`src/lq_pkg.sv`:
```
package lq_pkg;

    // queue geometry
    localparam int ways     = 2;
    localparam int lq_depth = 8;
    localparam int lq_idx_w = 3;
    localparam int cnt_w    = 4;

    // core-side index widths
    localparam int rob_w    = 5;
    localparam int prf_w    = 6;
    localparam int addr_w   = 16;
    localparam int data_w   = 32;

    // dcache address split
    localparam int tag_w    = 8;
    localparam int index_w  = 5;
    localparam int offset_w = 3;

    typedef enum logic [1:0] {
        sz_byte = 2'b00,
        sz_half = 2'b01,
        sz_word = 2'b10
    } ld_size_t;

    typedef enum logic [1:0] {
        st_addr  = 2'b00,
        st_ready = 2'b01,
        st_miss  = 2'b10,
        st_done  = 2'b11
    } ld_state_t;

    typedef struct packed {
        logic [tag_w-1:0]    tag;
        logic [index_w-1:0]  index;
        logic [offset_w-1:0] offset;
    } ld_addr_fields_t;

    // same 16 bits, flat or as cache fields
    typedef union packed {
        logic [addr_w-1:0] raw;
        ld_addr_fields_t   fields;
    } ld_addr_u;

endpackage

```
`src/lq_alloc_if.sv`:
```
`timescale 1ns/1ps

interface lq_alloc_if;
    import lq_pkg::*;

    // one write strobe and one field set per entry
    logic [lq_depth-1:0]            wr_en;
    ld_size_t [lq_depth-1:0]        wr_size;
    logic [lq_depth-1:0][rob_w-1:0] wr_rob;
    logic [lq_depth-1:0][prf_w-1:0] wr_prf;
    logic [lq_depth-1:0]            wr_signed;

    modport producer (
        output wr_en, wr_size, wr_rob, wr_prf, wr_signed
    );

    modport buffer (
        input wr_en, wr_size, wr_rob, wr_prf, wr_signed
    );

endinterface

```
`src/lq_entry_if.sv`:
```
`timescale 1ns/1ps

interface lq_entry_if;
    import lq_pkg::*;

    // entry view, driven by the array
    logic [lq_depth-1:0]             ready;
    logic [lq_depth-1:0]             done;
    logic [lq_depth-1:0][addr_w-1:0] addr;
    ld_size_t [lq_depth-1:0]         size;
    logic [lq_depth-1:0][data_w-1:0] data;
    logic [lq_depth-1:0][rob_w-1:0]  rob;
    logic [lq_depth-1:0][prf_w-1:0]  prf;
    logic [lq_depth-1:0]             is_signed;

    // one-hot or zero, same cycle as the request
    logic [lq_depth-1:0]             cache_gnt;
    logic [lq_depth-1:0]             cdb_gnt;

    modport buffer (
        output ready, done, addr, size, data, rob, prf, is_signed,
        input  cache_gnt, cdb_gnt
    );

    modport cache_port (
        input  ready, addr, size,
        output cache_gnt
    );

    modport writeback (
        input  done, data, size, rob, prf, is_signed,
        output cdb_gnt
    );

endinterface

```
`src/load_queue.sv`:
```
`timescale 1ns/1ps

module load_queue (
    input  logic                                        clock,
    input  logic                                        rst_n,
    input  logic [lq_pkg::ways-1:0]                     ld_en,
    input  lq_pkg::ld_size_t [lq_pkg::ways-1:0]         ld_size,
    input  logic [lq_pkg::ways-1:0][lq_pkg::rob_w-1:0]  ld_rob,
    input  logic [lq_pkg::ways-1:0][lq_pkg::prf_w-1:0]  ld_prf,
    input  logic [lq_pkg::ways-1:0]                     ld_signed,
    input  logic [lq_pkg::ways-1:0]                     alu_valid,
    input  logic [lq_pkg::ways-1:0]                     alu_is_ls,
    input  logic [lq_pkg::ways-1:0][lq_pkg::rob_w-1:0]  alu_rob,
    input  logic [lq_pkg::ways-1:0][lq_pkg::addr_w-1:0] alu_data,
    input  logic                                        dc_hit,
    input  logic [lq_pkg::data_w-1:0]                   dc_data,
    input  logic [lq_pkg::lq_depth-1:0]                 mem_feedback,
    input  logic [lq_pkg::data_w-1:0]                   mem_data,
    output logic [lq_pkg::cnt_w-1:0]                    lq_num_free,
    output logic                                        rd_en,
    output logic [lq_pkg::lq_depth-1:0]                 rd_gnt,
    output logic [lq_pkg::tag_w-1:0]                    rd_tag,
    output logic [lq_pkg::index_w-1:0]                  rd_idx,
    output logic [lq_pkg::offset_w-1:0]                 rd_offset,
    output lq_pkg::ld_size_t                            rd_size,
    output logic                                        cdb_valid,
    output logic [lq_pkg::data_w-1:0]                   cdb_data,
    output logic [lq_pkg::prf_w-1:0]                    cdb_prf,
    output logic [lq_pkg::rob_w-1:0]                    cdb_rob
);
    import lq_pkg::*;

    logic [lq_depth-1:0] free;

    lq_alloc_if alloc_bus ();
    lq_entry_if ent_bus ();

    lq_alloc u_alloc (
        .free      (free),
        .ld_en     (ld_en),
        .ld_size   (ld_size),
        .ld_rob    (ld_rob),
        .ld_prf    (ld_prf),
        .ld_signed (ld_signed),
        .alloc     (alloc_bus.producer)
    );

    lq_entries u_entries (
        .clock        (clock),
        .rst_n        (rst_n),
        .alloc        (alloc_bus.buffer),
        .alu_valid    (alu_valid),
        .alu_is_ls    (alu_is_ls),
        .alu_rob      (alu_rob),
        .alu_data     (alu_data),
        .dc_hit       (dc_hit),
        .dc_data      (dc_data),
        .mem_feedback (mem_feedback),
        .mem_data     (mem_data),
        .ent          (ent_bus.buffer),
        .free         (free),
        .lq_num_free  (lq_num_free)
    );

    lq_cache_port u_cache_port (
        .clock     (clock),
        .rst_n     (rst_n),
        .ent       (ent_bus.cache_port),
        .rd_en     (rd_en),
        .rd_gnt    (rd_gnt),
        .rd_tag    (rd_tag),
        .rd_idx    (rd_idx),
        .rd_offset (rd_offset),
        .rd_size   (rd_size)
    );

    lq_writeback u_writeback (
        .clock     (clock),
        .rst_n     (rst_n),
        .ent       (ent_bus.writeback),
        .cdb_valid (cdb_valid),
        .cdb_data  (cdb_data),
        .cdb_prf   (cdb_prf),
        .cdb_rob   (cdb_rob)
    );

endmodule

```
`src/lq_alloc.sv`:
```
`timescale 1ns/1ps

module lq_alloc (
    input  logic [lq_pkg::lq_depth-1:0]                free,
    input  logic [lq_pkg::ways-1:0]                    ld_en,
    input  lq_pkg::ld_size_t [lq_pkg::ways-1:0]        ld_size,
    input  logic [lq_pkg::ways-1:0][lq_pkg::rob_w-1:0] ld_rob,
    input  logic [lq_pkg::ways-1:0][lq_pkg::prf_w-1:0] ld_prf,
    input  logic [lq_pkg::ways-1:0]                    ld_signed,
    lq_alloc_if.producer                               alloc
);
    import lq_pkg::*;

    logic [lq_depth-1:0] lowest;
    logic [lq_depth-1:0] highest;
    logic [lq_depth-1:0] gnt0;
    logic [lq_depth-1:0] gnt1;

    // way 0 takes the lowest free entry
    assign lowest = free & (~free + 1'b1);
    assign gnt0   = ld_en[0] ? lowest : '0;

    // way 1 scans upward, so the last hit is the highest one left
    always_comb begin
        highest = '0;
        for (int i = 0; i < lq_depth; i++) begin
            if (free[i] && !gnt0[i]) begin
                highest    = '0;
                highest[i] = 1'b1;
            end
        end
    end

    assign gnt1 = ld_en[1] ? highest : '0;

    // steer each way's fields to its entry
    always_comb begin
        alloc.wr_en = gnt0 | gnt1;
        for (int e = 0; e < lq_depth; e++) begin
            alloc.wr_size[e]   = sz_byte;
            alloc.wr_rob[e]    = '0;
            alloc.wr_prf[e]    = '0;
            alloc.wr_signed[e] = 1'b0;
            if (gnt0[e]) begin
                alloc.wr_size[e]   = ld_size[0];
                alloc.wr_rob[e]    = ld_rob[0];
                alloc.wr_prf[e]    = ld_prf[0];
                alloc.wr_signed[e] = ld_signed[0];
            end else if (gnt1[e]) begin
                alloc.wr_size[e]   = ld_size[1];
                alloc.wr_rob[e]    = ld_rob[1];
                alloc.wr_prf[e]    = ld_prf[1];
                alloc.wr_signed[e] = ld_signed[1];
            end
        end
    end

endmodule

```
`src/lq_cache_port.sv`:
```
`timescale 1ns/1ps

module lq_cache_port (
    input  logic                          clock,
    input  logic                          rst_n,
    lq_entry_if.cache_port                ent,
    output logic                          rd_en,
    output logic [lq_pkg::lq_depth-1:0]   rd_gnt,
    output logic [lq_pkg::tag_w-1:0]      rd_tag,
    output logic [lq_pkg::index_w-1:0]    rd_idx,
    output logic [lq_pkg::offset_w-1:0]   rd_offset,
    output lq_pkg::ld_size_t              rd_size
);
    import lq_pkg::*;

    logic [lq_depth-1:0] gnt;
    ld_addr_u            sel;

    lq_rr_arbiter u_arb (
        .clock (clock),
        .rst_n (rst_n),
        .req   (ent.ready),
        .gnt   (gnt)
    );

    assign ent.cache_gnt = gnt;
    assign rd_gnt        = gnt;
    assign rd_en         = |gnt;

    // granted entry's address, zero when idle
    always_comb begin
        sel.raw = '0;
        rd_size = sz_byte;
        for (int e = 0; e < lq_depth; e++) begin
            if (gnt[e]) begin
                sel.raw = ent.addr[e];
                rd_size = ent.size[e];
            end
        end
    end

    assign rd_tag    = sel.fields.tag;
    assign rd_idx    = sel.fields.index;
    assign rd_offset = sel.fields.offset;

endmodule

```
`src/lq_entries.sv`:
```
`timescale 1ns/1ps

module lq_entries (
    input  logic                                        clock,
    input  logic                                        rst_n,
    lq_alloc_if.buffer                                  alloc,
    input  logic [lq_pkg::ways-1:0]                     alu_valid,
    input  logic [lq_pkg::ways-1:0]                     alu_is_ls,
    input  logic [lq_pkg::ways-1:0][lq_pkg::rob_w-1:0]  alu_rob,
    input  logic [lq_pkg::ways-1:0][lq_pkg::addr_w-1:0] alu_data,
    input  logic                                        dc_hit,
    input  logic [lq_pkg::data_w-1:0]                   dc_data,
    input  logic [lq_pkg::lq_depth-1:0]                 mem_feedback,
    input  logic [lq_pkg::data_w-1:0]                   mem_data,
    lq_entry_if.buffer                                  ent,
    output logic [lq_pkg::lq_depth-1:0]                 free,
    output logic [lq_pkg::cnt_w-1:0]                    lq_num_free
);
    import lq_pkg::*;

    ld_state_t [lq_depth-1:0]        state;
    ld_size_t [lq_depth-1:0]         size_q;
    logic [lq_depth-1:0][rob_w-1:0]  rob_q;
    logic [lq_depth-1:0][prf_w-1:0]  prf_q;
    logic [lq_depth-1:0]             signed_q;
    logic [lq_depth-1:0][addr_w-1:0] addr_q;
    logic [lq_depth-1:0][data_w-1:0] data_q;
    logic [lq_depth-1:0]             addr_hit;
    logic [lq_depth-1:0][addr_w-1:0] addr_in;
    logic [cnt_w-1:0]                n_alloc;
    logic [cnt_w-1:0]                free_cnt;
    logic [cnt_w-1:0]                free_cnt_next;

    // snoop ALU results for entries still missing an address
    always_comb begin
        addr_hit = '0;
        addr_in  = '0;
        for (int w = 0; w < ways; w++) begin
            for (int e = 0; e < lq_depth; e++) begin
                if (alu_valid[w] && alu_is_ls[w] && !free[e] &&
                    state[e] == st_addr && alu_rob[w] == rob_q[e]) begin
                    addr_hit[e] = 1'b1;
                    addr_in[e]  = alu_data[w];
                end
            end
        end
    end

    // at most one broadcast per cycle
    assign n_alloc       = cnt_w'($countones(alloc.wr_en));
    assign free_cnt_next = free_cnt - n_alloc + cnt_w'(|ent.cdb_gnt);

    always_ff @(posedge clock or negedge rst_n) begin
        if (!rst_n) begin
            free        <= '1;
            free_cnt    <= cnt_w'(lq_depth);
            lq_num_free <= cnt_w'(lq_depth);
            for (int e = 0; e < lq_depth; e++) begin
                state[e] <= st_addr;
            end
        end else begin
            free        <= (free | ent.cdb_gnt) & ~alloc.wr_en;
            free_cnt    <= free_cnt_next;
            // report zero once a full dispatch group would not fit
            lq_num_free <= (free_cnt_next < cnt_w'(ways)) ? '0 : free_cnt_next;
            for (int e = 0; e < lq_depth; e++) begin
                if (alloc.wr_en[e]) begin
                    state[e] <= st_addr;
                end else begin
                    case (state[e])
                        st_addr:  if (addr_hit[e]) state[e] <= st_ready;
                        st_ready: if (ent.cache_gnt[e]) state[e] <= dc_hit ? st_done : st_miss;
                        st_miss:  if (mem_feedback[e]) state[e] <= st_done;
                        st_done:  if (ent.cdb_gnt[e]) state[e] <= st_addr;
                        default:  state[e] <= st_addr;
                    endcase
                end
            end
        end
    end

    always_ff @(posedge clock) begin
        for (int e = 0; e < lq_depth; e++) begin
            if (alloc.wr_en[e]) begin
                size_q[e]   <= alloc.wr_size[e];
                rob_q[e]    <= alloc.wr_rob[e];
                prf_q[e]    <= alloc.wr_prf[e];
                signed_q[e] <= alloc.wr_signed[e];
            end
            if (addr_hit[e]) begin
                addr_q[e] <= addr_in[e];
            end
            // hit data now, or fill data while parked in st_miss
            if (ent.cache_gnt[e] && dc_hit) begin
                data_q[e] <= dc_data;
            end else if (state[e] == st_miss && mem_feedback[e]) begin
                data_q[e] <= mem_data;
            end
        end
    end

    always_comb begin
        for (int e = 0; e < lq_depth; e++) begin
            ent.ready[e] = (state[e] == st_ready);
            ent.done[e]  = (state[e] == st_done);
        end
    end

    assign ent.addr      = addr_q;
    assign ent.size      = size_q;
    assign ent.data      = data_q;
    assign ent.rob       = rob_q;
    assign ent.prf       = prf_q;
    assign ent.is_signed = signed_q;

endmodule

```
`src/lq_rr_arbiter.sv`:
```
`timescale 1ns/1ps

module lq_rr_arbiter (
    input  logic                          clock,
    input  logic                          rst_n,
    input  logic [lq_pkg::lq_depth-1:0]   req,
    output logic [lq_pkg::lq_depth-1:0]   gnt
);
    import lq_pkg::*;

    logic [lq_idx_w-1:0] ptr;
    logic [lq_idx_w-1:0] gnt_idx;
    logic [lq_idx_w-1:0] probe;
    logic                found;

    // first requester at or after ptr, wrapping
    always_comb begin
        gnt     = '0;
        gnt_idx = '0;
        found   = 1'b0;
        probe   = '0;
        for (int i = 0; i < lq_depth; i++) begin
            probe = lq_idx_w'(ptr + i);
            if (!found && req[probe]) begin
                found        = 1'b1;
                gnt_idx      = probe;
                gnt[probe]   = 1'b1;
            end
        end
    end

    // next search starts just past the winner
    always_ff @(posedge clock or negedge rst_n) begin
        if (!rst_n) begin
            ptr <= '0;
        end else if (found) begin
            ptr <= gnt_idx + 1'b1;
        end
    end

endmodule

```
`src/lq_writeback.sv`:
```
`timescale 1ns/1ps

module lq_writeback (
    input  logic                          clock,
    input  logic                          rst_n,
    lq_entry_if.writeback                 ent,
    output logic                          cdb_valid,
    output logic [lq_pkg::data_w-1:0]     cdb_data,
    output logic [lq_pkg::prf_w-1:0]      cdb_prf,
    output logic [lq_pkg::rob_w-1:0]      cdb_rob
);
    import lq_pkg::*;

    logic [lq_depth-1:0] gnt;
    logic [data_w-1:0]   raw;
    ld_size_t            size;
    logic                is_signed;

    lq_rr_arbiter u_arb (
        .clock (clock),
        .rst_n (rst_n),
        .req   (ent.done),
        .gnt   (gnt)
    );

    assign ent.cdb_gnt = gnt;
    assign cdb_valid   = |gnt;

    always_comb begin
        raw       = '0;
        size      = sz_byte;
        is_signed = 1'b0;
        cdb_prf   = '0;
        cdb_rob   = '0;
        for (int e = 0; e < lq_depth; e++) begin
            if (gnt[e]) begin
                raw       = ent.data[e];
                size      = ent.size[e];
                is_signed = ent.is_signed[e];
                cdb_prf   = ent.prf[e];
                cdb_rob   = ent.rob[e];
            end
        end
    end

    // sign extension for narrow signed loads only
    always_comb begin
        cdb_data = raw;
        if (is_signed) begin
            case (size)
                sz_byte: cdb_data = {{(data_w-8){raw[7]}}, raw[7:0]};
                sz_half: cdb_data = {{(data_w-16){raw[15]}}, raw[15:0]};
                default: cdb_data = raw;
            endcase
        end
    end

endmodule

```
`config.mk`:
```
export PLATFORM = sky130hd
export DESIGN_NAME = load_queue
export DESIGN_NICKNAME = d
export VERILOG_FILES = /design/src/lq_pkg.sv /design/src/lq_alloc_if.sv /design/src/lq_entry_if.sv /design/src/load_queue.sv /design/src/lq_alloc.sv /design/src/lq_cache_port.sv /design/src/lq_entries.sv /design/src/lq_rr_arbiter.sv /design/src/lq_writeback.sv
export SDC_FILE = /design/constraint.sdc
export NUM_CORES = 1
export LEC_CHECK = 0
export ABC_AREA = 1
export BUFFER_PORTS_ARGS = -buffer_cell sky130_fd_sc_hd__buf_2
export CORE_MARGIN = 2
export CORE_UTILIZATION = 40
export DETAILED_ROUTE_END_ITERATION = 7
export PLACE_DENSITY_LB_ADDON = 0.3
export SETUP_SLACK_MARGIN = 0.1
export SYNTH_ARGS = -nofsm -noshare
export SYNTH_HDL_FRONTEND = slang
export SYNTH_HIERARCHICAL = 1
export SYNTH_SLANG_ARGS = --single-unit
```
`constraint.sdc`:
```
create_clock -name clock -period 5.96 [get_ports clock]
set_clock_uncertainty 0.05 [all_clocks]
set_input_delay 0 -clock clock [delete_from_list [all_inputs] [get_ports clock]]
set_output_delay 0 -clock clock [all_outputs]
set_load 0.05 [all_outputs]
```
# == Yosys cells after proc, flatten, opt, wreduce, memory -nomap -nowiden ==
# Index checks and enable logic that the tools add are counted.
# word_totals
in_bits,151
wordCells,716
regBits,534
output_inout_bits,75
# classes
add_sub_neg,26
eq_ne,73
n_bitwise,20
n_lt_le_gt_ge,33
n_reduce_logical,161
n_mux,342
# ops
op,n
$mux W32,25
$mux W16,24
$mux W8,19
$mux W6,25
$mux W2,73
$or A8 B8 Y8,16
$mux W5,25
$logic_and A1 B1 Y1,104
$mux W1,90
$eq A5 B5 Y1,16
$lt A3 B4 Y1 const B,16
$pmux W2 S4,8
$pmux W32 S2,1
$mux W3,17
$bmux W1 S3,16
$demux W1 S3,16
$ge A3 B1 Y1 const B,16
$ne A3 B3 Y1 const B,16
$eq A2 B2 Y1 const B,16
$reduce_and A4 Y1,8
$logic_not A1 Y1,30
$add A3 B3 Y3 const B,8
$ne A3 B1 Y1 const B,8
$ne A3 B2 Y1 const B,8
16 further kinds,54

# == Depth between registers and ports, before layout ==
# Gate-level depths: netlist (run 1).
# depth
word_depth,36
ltp_mapped,31
ltp_nobuf,26

# == By module ==
# Netlist (run 1), hierarchy kept.
# modules_own_cells
mod,seq_area_each_um2,cells_each,area_each_um2,n_inst
lq_entries,15707.6,2158,23501.3,1
lq_writeback,0.0,635,3209.3,1
lq_alloc,0.0,480,2177.1,1
lq_cache_port,0.0,360,1647.8,1
lq_rr_arbiter (u_cache_port.u_arb),75.1,280,1502.7,1
lq_rr_arbiter (u_writeback.u_arb),75.1,272,1473.9,1

# == Least setup slack after synthesis (run 1) ==
# Ideal clock, no wire load.
# synth_timing
path_type,reg2reg
startpoint,register u_entries/free[4] in the netlist's numbering
endpoint,register u_entries/lq_num_free[0] in the netlist's numbering
period_less_slack_ns,5.538
stages_incl_launch_ff,17
t_arrival_ns,5.364
setup_time_ns,0.124
t_required_ns,5.786
slack_ns,0.422
path_buffers,0
cell_sequence,dfstp_2 -> nand3_1 -> nor2_4 -> inv_2 -> nand2_4 -> nand3_4 -> o21ai_0 -> inv_1 -> fa_1 -> fa_1 -> fa_1 -> fa_1 -> ha_1 -> ha_1 -> xnor2_1 -> xnor2_1 -> o31a_1
# synth_between
elab_chain_len,19
word_cells_on_any_way,29
cone_classes,add/sub (10); order compare (1); mux (7); bitwise (3); reduce/logical (8)
# synth_lines
item,line,text
from (decl),lq_entries.sv:16,"output logic [lq_pkg::lq_depth-1:0] free,"
from (signal assigned),lq_entries.sv:62,free <= (free | ent.cdb_gnt) & ~alloc.wr_en;
$not A8 Y8,lq_alloc.sv:20,assign lowest = free & (~free + 1'b1);
$add A8 B1 Y8,lq_alloc.sv:20,
$and A8 B8 Y8,lq_alloc.sv:20,
$mux W8,lq_alloc.sv:21,assign gnt0 = ld_en[0] ? lowest : '0;
$logic_not A1 Y1,lq_alloc.sv:27,if (free[i] && !gnt0[i]) begin
$logic_and A1 B1 Y1,lq_alloc.sv:27,
$mux W5,lq_alloc.sv:27,
$mux W6,lq_alloc.sv:27,
[4 not listed],n/a,
named net alloc_bus.wr_en[3],lq_alloc_if.sv:7,logic [lq_depth-1:0] wr_en;
$add A1 B1 Y2 (not written as such) (*),lq_entries.sv:50,assign n_alloc = cnt_w'($countones(alloc.wr_en));
$add A4 B4 Y4 (not written as such) (*) (2 in a row),lq_entries.sv:50,
$sub A4 B4 Y4 (*),lq_entries.sv:51,assign free_cnt_next = free_cnt - n_alloc + cnt_w'(|ent.cdb_gnt);
$add A4 B1 Y4 (*),lq_entries.sv:51,
named net u_entries.free_cnt_next[3],lq_entries.sv:32,logic [cnt_w-1:0] free_cnt_next;
$lt A4 B2 Y1 (*),lq_entries.sv:65,lq_num_free <= (free_cnt_next < cnt_w'(ways)) ? '0 : free_cnt_next;
$mux W4 (*),lq_entries.sv:65,
to (signal assigned),lq_entries.sv:57,lq_num_free <= cnt_w'(lq_depth);
to (signal assigned),lq_entries.sv:65,
to (decl),lq_entries.sv:17,output logic [lq_pkg::cnt_w-1:0] lq_num_free
# Mark *: on every way through the listed nets, which the timed path passes. The rest lies on a longest branch.
# A chain may end at the register's enable or synchronous reset.

# == Worst setup path in the final report (run 1) ==
# layout_timing
startpoint,register u_writeback.u_arb.ptr[0]
endpoint,output cdb_data[22] in the netlist's numbering
# layout_between
word_cells_on_any_way,127
cone_classes,add/sub (7); order compare (16); eq/ne (1); mux (73); bitwise (7); reduce/logical (23)
# layout_lines
item,line,text
from (decl),lq_rr_arbiter.sv:11,logic [lq_idx_w-1:0] ptr;
from (signal assigned),lq_rr_arbiter.sv:37,ptr <= gnt_idx + 1'b1;
"parallel branches: the longest is 23 deep, another holds $lt A3 B4 Y1",n/a,
$mux W8 (*),lq_rr_arbiter.sv:24,if (!found && req[probe]) begin
named net ent_bus.cdb_gnt[6],lq_entry_if.sv:18,logic [lq_depth-1:0] cdb_gnt;
$mux W2 (2 in a row),lq_writeback.sv:36,if (gnt[e]) begin
$eq A2 B1 Y1 or $logic_not A2 Y1 (tied branches),lq_writeback.sv:50,case (size)
$pmux W32 S2,lq_writeback.sv:50,
$mux W32 (*),lq_writeback.sv:49,if (is_signed) begin
to (decl),load_queue.sv:27,"output logic [lq_pkg::data_w-1:0] cdb_data,"
# Mark *: on every way through the listed nets, which the timed path passes. The select of a mux whose other input is x is not followed.

==> results.md, run 1 <==
* Status: finished clean
* Post-DRT Antenna Nets at 0
* M1 wire length at roughly 48000 um
* Asr flop ratio synth at 7.12%
* Root Driver: clkbuf_16
* IO buf count at 225
* Final hold violation count at 0
* Clock buffer depth at 3
* Post-synth net total at approximately 4.4k
* Vias in the first global route at 28.8k
* Multi-input gate area at approximately 15000 um^2
* Total GRT Usage at a little over a quarter
* Gr ovfl total at 0
* WL met2 at ~54000 um
* Via Count at 30.9k
* Die area at 86100 um^2
* Cell count after synthesis at 4185
* Initial drt markers at about 3.3k
* Seq/Total Area, Yosys at 47.3%
* Crit Path Class: reg -> out
* Synth warn at 6
* Initial antenna violation count at 3
* CP startpoint kind: register
* Seq cells post-synth at roughly 530
* Global-route wire length before repair at 174000 um
* Number of synthesized flops with an enable pin at around 500
* Syn avg cell area at 8.01 um^2
* Die Height at 293 um
* FF/Latch Area at 15900 um^2
* Max_slew headroom at 30.2%
* First-pass DRT Iterations at 8
* DP HPWL at 77400 um
* Achievable clock frequency at between 150 and 200 MHz
* MaxCap Viol Count at 0
* RSZ-0062 raised after global routing: false
* Final Critical Period at between 5000 and 6000 ps
* Chip width at 293 um
* Worst endpoint required time at 5910 ps
* Final worst path period share at 93.1%
* CP Capture Type: output port
* Placer Congestion at 0.947
* Largest net degree at the start of global routing at 65
* Fill count at 8004
* Slew Viols, Final at 0
* Layout Nets at 4709
* Share of the synthesized area in the top cell type at 44.4%
* Core area at 83300 um^2
* Final wirelength at 117000 um
* WL/cell at 20.7 um
* Endpoints failing setup at 0
* CP Max Fanout at 27
* Htree depth at 2
* Io pins at 226
* Reg2Reg Setup Slack at 800 ps
* Drt via density at 5.49
* Top FF cell, synth: edfxtp_1
* Share of layout cells above drive strength 1 at 14.8%
* Critical Path AT at 5500 ps
* Highest routed layer: met5
* Later-pin clock latency in the skew report at roughly 640 ps
* CTS Buf Count at 60
* Post-route DRC at 0
* Met3 wire len at roughly 11000 um
* Row count at 106
* Largest area contributor in the netlist: edfxtp_1
* Area grow syn2layout at 17.3%
* Synth top area cells: edfxtp_1, nand2_1, o21ai_0
* Initial Util at 40.2%
* Post-synth cell types at 60
* TritonCTS Sinks at 534
* Setup TNS at 0 ps
* Worst min path class: in -> async
* Worst slew pin tran at 1050 ps
* CTS tree: built
* Worst-path clk slew at 70 ps
* Cell Area, Synth at around 34000 um^2
layout make-up:
cell class / instances / area share (%)
clock inverter: 36 / 0.687
multi-input combinational: 3041 / 38.2
timing repair buffer: 514 / 9.82
antenna: 2 / 0.0127
sequential: 534 / 40.3
clock buffer: 74 / 4.18
tap: 1080 / 3.44
inverter: 340 / 3.32
cells in the final DEF (no fill, tap or decap), types with 61 or more instances in the layout:
cell	n
a21oi_1	103
buf_2	225
buf_4	79
clkbuf_16	61
dlygate4sd3_1	206
edfxtp_1	496
inv_1	297
nand2_1	1461
nand3_1	247
nor2_1	262
o21ai_0	405
kinds of logic after synthesis:
logic type,synth area share (%)
XOR/XNOR,0.482
flip-flops,47.3
AO/OA/AOI/OAI,12.7
buffers and inverters,8.31
adder cells (fa/ha/maj),2.64
AND/OR/NAND/NOR,28.6
what timing repair did:
action,4_1_cts,5_1_grt
endpoints found under the hold margin,550,0
resized for setup,1,3
endpoints found under the setup margin,24,24
buffers inserted,3,6
hold buffers,206,0
pin swaps,1,1
gates cloned,0,1
registers in the layout, indices dropped and copies added, names as in the netlist:
register / count
u_entries/ent.is_signed: 8
u_entries/ent.prf: 48
u_entries/ent.addr: 128
u_writeback/u_arb/ptr: 3
u_cache_port/u_arb/ptr: 3
u_entries/ent.size: 16
u_entries/ent.rob: 40
u_entries/state: 16
u_entries/ent.data: 256
u_entries/free: 8
u_entries/free_cnt: 4
u_entries/lq_num_free: 4
synth_stat cells (9+ instances only):
cell type	number
nor2_1	263
inv_2	26
o221a_2	33
inv_4	9
o21ai_2	10
o21ai_0	408
o21ai_1	56
inv_1	299
dfrtp_1	28
buf_1	34
nand2_2	39
nand3_1	252
edfxtp_1	496
buf_2	67
nand2_4	11
nor2_2	36
clkbuf_1	101
nand3_2	18
nor3_1	43
nor4_1	10
o22ai_1	12
buf_4	35
a21oi_1	103
a22o_1	17
nor2_4	20
buf_6	30
ha_1	61
dfstp_2	10
nand4_1	49
nand2_1	1478
o211ai_1	46
routing by layer:
metal / up-vias / track usage [%]
li1: 14600 / -
met1: 14500 / 34.8
met2: 1518 / 42.8
met3: 259 / 4.30
met4: 4 / 10.4
met5: - / 0
through the flow:
| step | hold slack [ps] | worst slack, ps | cells | util [%] | cell area [um^2] |
|---|---|---|---|---|---|
| floorplan | -346 | 422 | 4185 | - | 33500 |
| global placement | 182 | 774 | 5293 | 42.3 | 35200 |
| detailed placement | 166 | 661 | 5293 | 42.3 | 35200 |
| CTS | 48.0 | 192 | 5612 | 47.1 | 39200 |
| global route | 114 | 82.6 | 5620 | 47.2 | 39300 |
| finish | 32.1 | 413 | 5621 | 47.2 | 39300 |
critical path: stages (launching register included):
cell and delay [ps]:
dfrtp_1 390, buf_4 310, ha_1 300, xor2_2 490, nand3_2 170, nand2_2 150, nor2_4 60, nand2_4 120
nor2_1 50, a211oi_1 240, o21ai_0 130, nor2_1 110, nand3_1 290, inv_2 320, nand2_2 260, o22ai_1 190
nor2_1 70, a21boi_1 320, nand2_1 170, nand3_4 220, nand2_1 110, inv_1 80, buf_2 260
worst paths after layout:
path | start | to | cells after the start
max reg2reg | u_entries/free[6]$_DFF_PN1_ | u_entries/lq_num_free[0]$_DFF_PN0_ | 18
max | u_writeback/u_arb/ptr[0]$_DFFE_PN0P_ | cdb_data[22] | 22
min in group clock | ld_prf[4] | u_entries/ent.prf[10]$_DFFE_PP_ | 4
max in group asynchronous | rst_n | u_writeback/u_arb/ptr[1]$_DFFE_PN0P_ | 2
min | rst_n | u_cache_port/u_arb/ptr[0]$_DFFE_PN0P_ | 2
min reg2reg | u_entries/free[2]$_DFF_PN1_ | u_entries/free[2]$_DFF_PN1_ | 2
Power of run 1 is not shown: default switching activity piles up to over one toggle a cycle in this logic, so the estimate is an artifact.
==> inputs of run 2 (changes only) <==
- clock period: 5.96 -> 6.6 ns (I/O delays scaled with it)
==> run 2 against run 1 <==
Against the previous run: die area unchanged; final cell count about the same; critical path depth increased by 3; clock-buffer cell count increased by 1; utilization decreased by 0.24 points; critical path type unchanged; largest cell class unchanged; design area decreased by 0.51%; register-to-register slack improved by 310 ps.
==> results.md, run 2 (synthesized netlist as in run 1, its figures left out) <==
* Largest net degree at the start of global routing at 65 (unchanged)
* Total GRT Usage at 26.4% (+0.15 points)
* Worst-path clk slew at 60 ps (about the same)
* Place WS at 1140 ps (+482 ps)
* Final worst path period share at 91.0%
* WL/cell at 20.7 um (-0.19%)
* Final wirelength at 116000 um (-0.28%)
* Slew Viols, Final at 0 (unchanged)
* CP Max Fanout at 42 (+56%)
* CTS tree: built
* Area grow syn2layout at 16.7%
* Gr ovfl total at 0 (unchanged)
* RSZ-0062 raised after global routing: false
* Commonest cells after routing, fill and taps aside: nand2_1, edfxtp_1, o21ai_0
* TritonCTS Sinks at 534 (unchanged)
* Global-route wire length before repair at 175000 um (+0.84%)
* Drt via density at 5.50 (+0.15%)
* Critical Path AT at 5950 ps (+450 ps)
* Die area at 86100 um^2 (unchanged)
* Status: finished clean
* Core area at 83300 um^2 (unchanged)
* DP HPWL at 77000 um (-0.53%)
* Endpoints failing setup at 0 (unchanged)
* Placer Congestion at 0.971 (+2.5%)
* Setup TNS at 0 ps (unchanged)
* Final Critical Period at 6000 ps
* Htree depth at 2 (unchanged)
* Achievable clock frequency at around 170 MHz
* CP Capture Type: output port
* Via Count at 30.9k (+0.058%)
* First-pass DRT Iterations at 6 (-2)
* MaxCap Viol Count at 0 (unchanged)
* Cell Area, Placed at 35200 um^2 (-0.14%)
* Crit Path Class: reg -> out
* Post-route DRC at 0 (unchanged)
* Max_slew headroom at 25.0% (-5.1 points)
* Die Height at 293 um (unchanged)
* Worst endpoint required time at 6550 ps (+640 ps)
* Chip width at 293 um (unchanged)
* Worst min path class: in -> async
* CTS Buf Count at 61 (+1.7%)
* Max reg flops at 256 (unchanged)
* Layout Nets at 4701 (-0.17%)
* Io pins at 226 (unchanged)
* Later-pin clock latency in the skew report at 650 ps (about the same)
* Initial drt markers at 3473 (+5.9%)
* Root Driver: clkbuf_16
* Vias in the first global route at 28.8k (+0.15%)
* Fin area at 39100 um^2 (-0.51%)
* CP startpoint kind: register
* Final hold violation count at 0 (unchanged)
* Initial antenna violation count at 4 (+1)
* Post-cts sizing count at 0 (-1)
* Post-DRT Antenna Nets at 0 (unchanged)
* Worst slew pin tran at 1120 ps (+71.0 ps)
* Share of layout cells above drive strength 1 at 14.4% (-0.48 points)
* IO buf count at 225 (unchanged)
* Initial Util at 40.2% (unchanged)
* Row count at 106 (unchanged)
* Final WS setup at 597 ps (+184 ps)
* Clock buffer depth at 3 (unchanged)
* Most common cell after layout, fill and taps aside: nand2_1
-- run 2: cell types whose count changed in the layout (fill, tap and decap cells not counted), moves of 5 or more --
cell,before,now
clkbuf_1,6,13
clkbuf_8,7,0
dlygate4sd3_1,206,212
buf_4,79,68
clkinvlp_4,2,7
-- run 2: per-stage QoR --
| step | utilization [%] | instances | hold slack [ps] |
|---|---|---|---|
| 2_1_floorplan | - | 4185 | -346 |
| 3_3_place_gp | 42.2 | 5288 | 159 |
| 3_5_place_dp | 42.2 | 5288 | 165 |
| 4_1_cts | 47.0 | 5612 | 9.81 |
| 5_1_grt | 47.0 | 5615 | 99.6 |
| 6_report | 47.0 | 5616 | 9.61 |
-- run 2: final timing paths --
check / startpoint / slack, ps / endpoint / cells after the start
setup / recovery: u_writeback/u_arb/ptr[1]$_DFFE_PN0P_ / 600 / cdb_data[14] / 25
hold / removal: rst_n / 10 / u_cache_port/u_arb/ptr[1]$_DFFE_PN0P_ / 2
setup reg to reg: u_entries/free[4]$_DFF_PN1_ / 1110 / u_entries/lq_num_free[0]$_DFF_PN0_ / 18
hold reg to reg: u_entries/free[0]$_DFF_PN1_ / 490 / u_entries/free[0]$_DFF_PN1_ / 2
max in group asynchronous: rst_n / 5840 / u_writeback/u_arb/ptr[0]$_DFFE_PN0P_ / 2
min in group clock: alu_rob[3] / 200 / u_entries/state[11]$_DFFE_PN0P_ / 10
-- run 2: what timing repair did --
item	4_1_cts	5_1_grt
hold endpoints to repair	550	0
hold buffers	212	0
setup buffers	0	0
-- run 2: layer usage --
metal / routed length, um / vias to the layer above / global-route usage, %
li1: - / 14500 / -
met1: 48000 / 14500 / 35.9
met2: 54100 / 1577 / 43.4
met3: 10400 / 224 / 3.56
met4: 3750 / 0 / 8.79
met5: 0 / - / 0
-- run 2: final cells by class --
class                           instances  area [um^2]
Multi-Input combinational cell       3040        15000
Tap cell                             1080         1350
Timing Repair Buffer                  506         3780
Fill cell                            7986        44200
Inverter                              340         1310
Sequential cell                       534        15900
Clock buffer                           75         1600
Antenna cell                            4         10.0
Clock inverter                         37          223
-- run 2: worst max-delay path: stages, from the launching register on --
cell and delay, ps:
dfrtp_1 570, inv_2 170, ha_1 390, inv_2 290
nand3_1 220, nand3_2 140, nand2_2 90, nor2_4 140
nand4_2 130, nor2_4 180, nand2_2 80, nor2_2 410
nand2_1 130, nand3_2 230, buf_4 570, nand2_1 110
nand2_1 100, inv_1 40, nand2_1 60, nand2_1 50
nand2_1 100, nand2_1 110, nor2_4 140, nand3_1 330
nand2_1 210, buf_2 300
Power of run 2 is left out for the same reason.
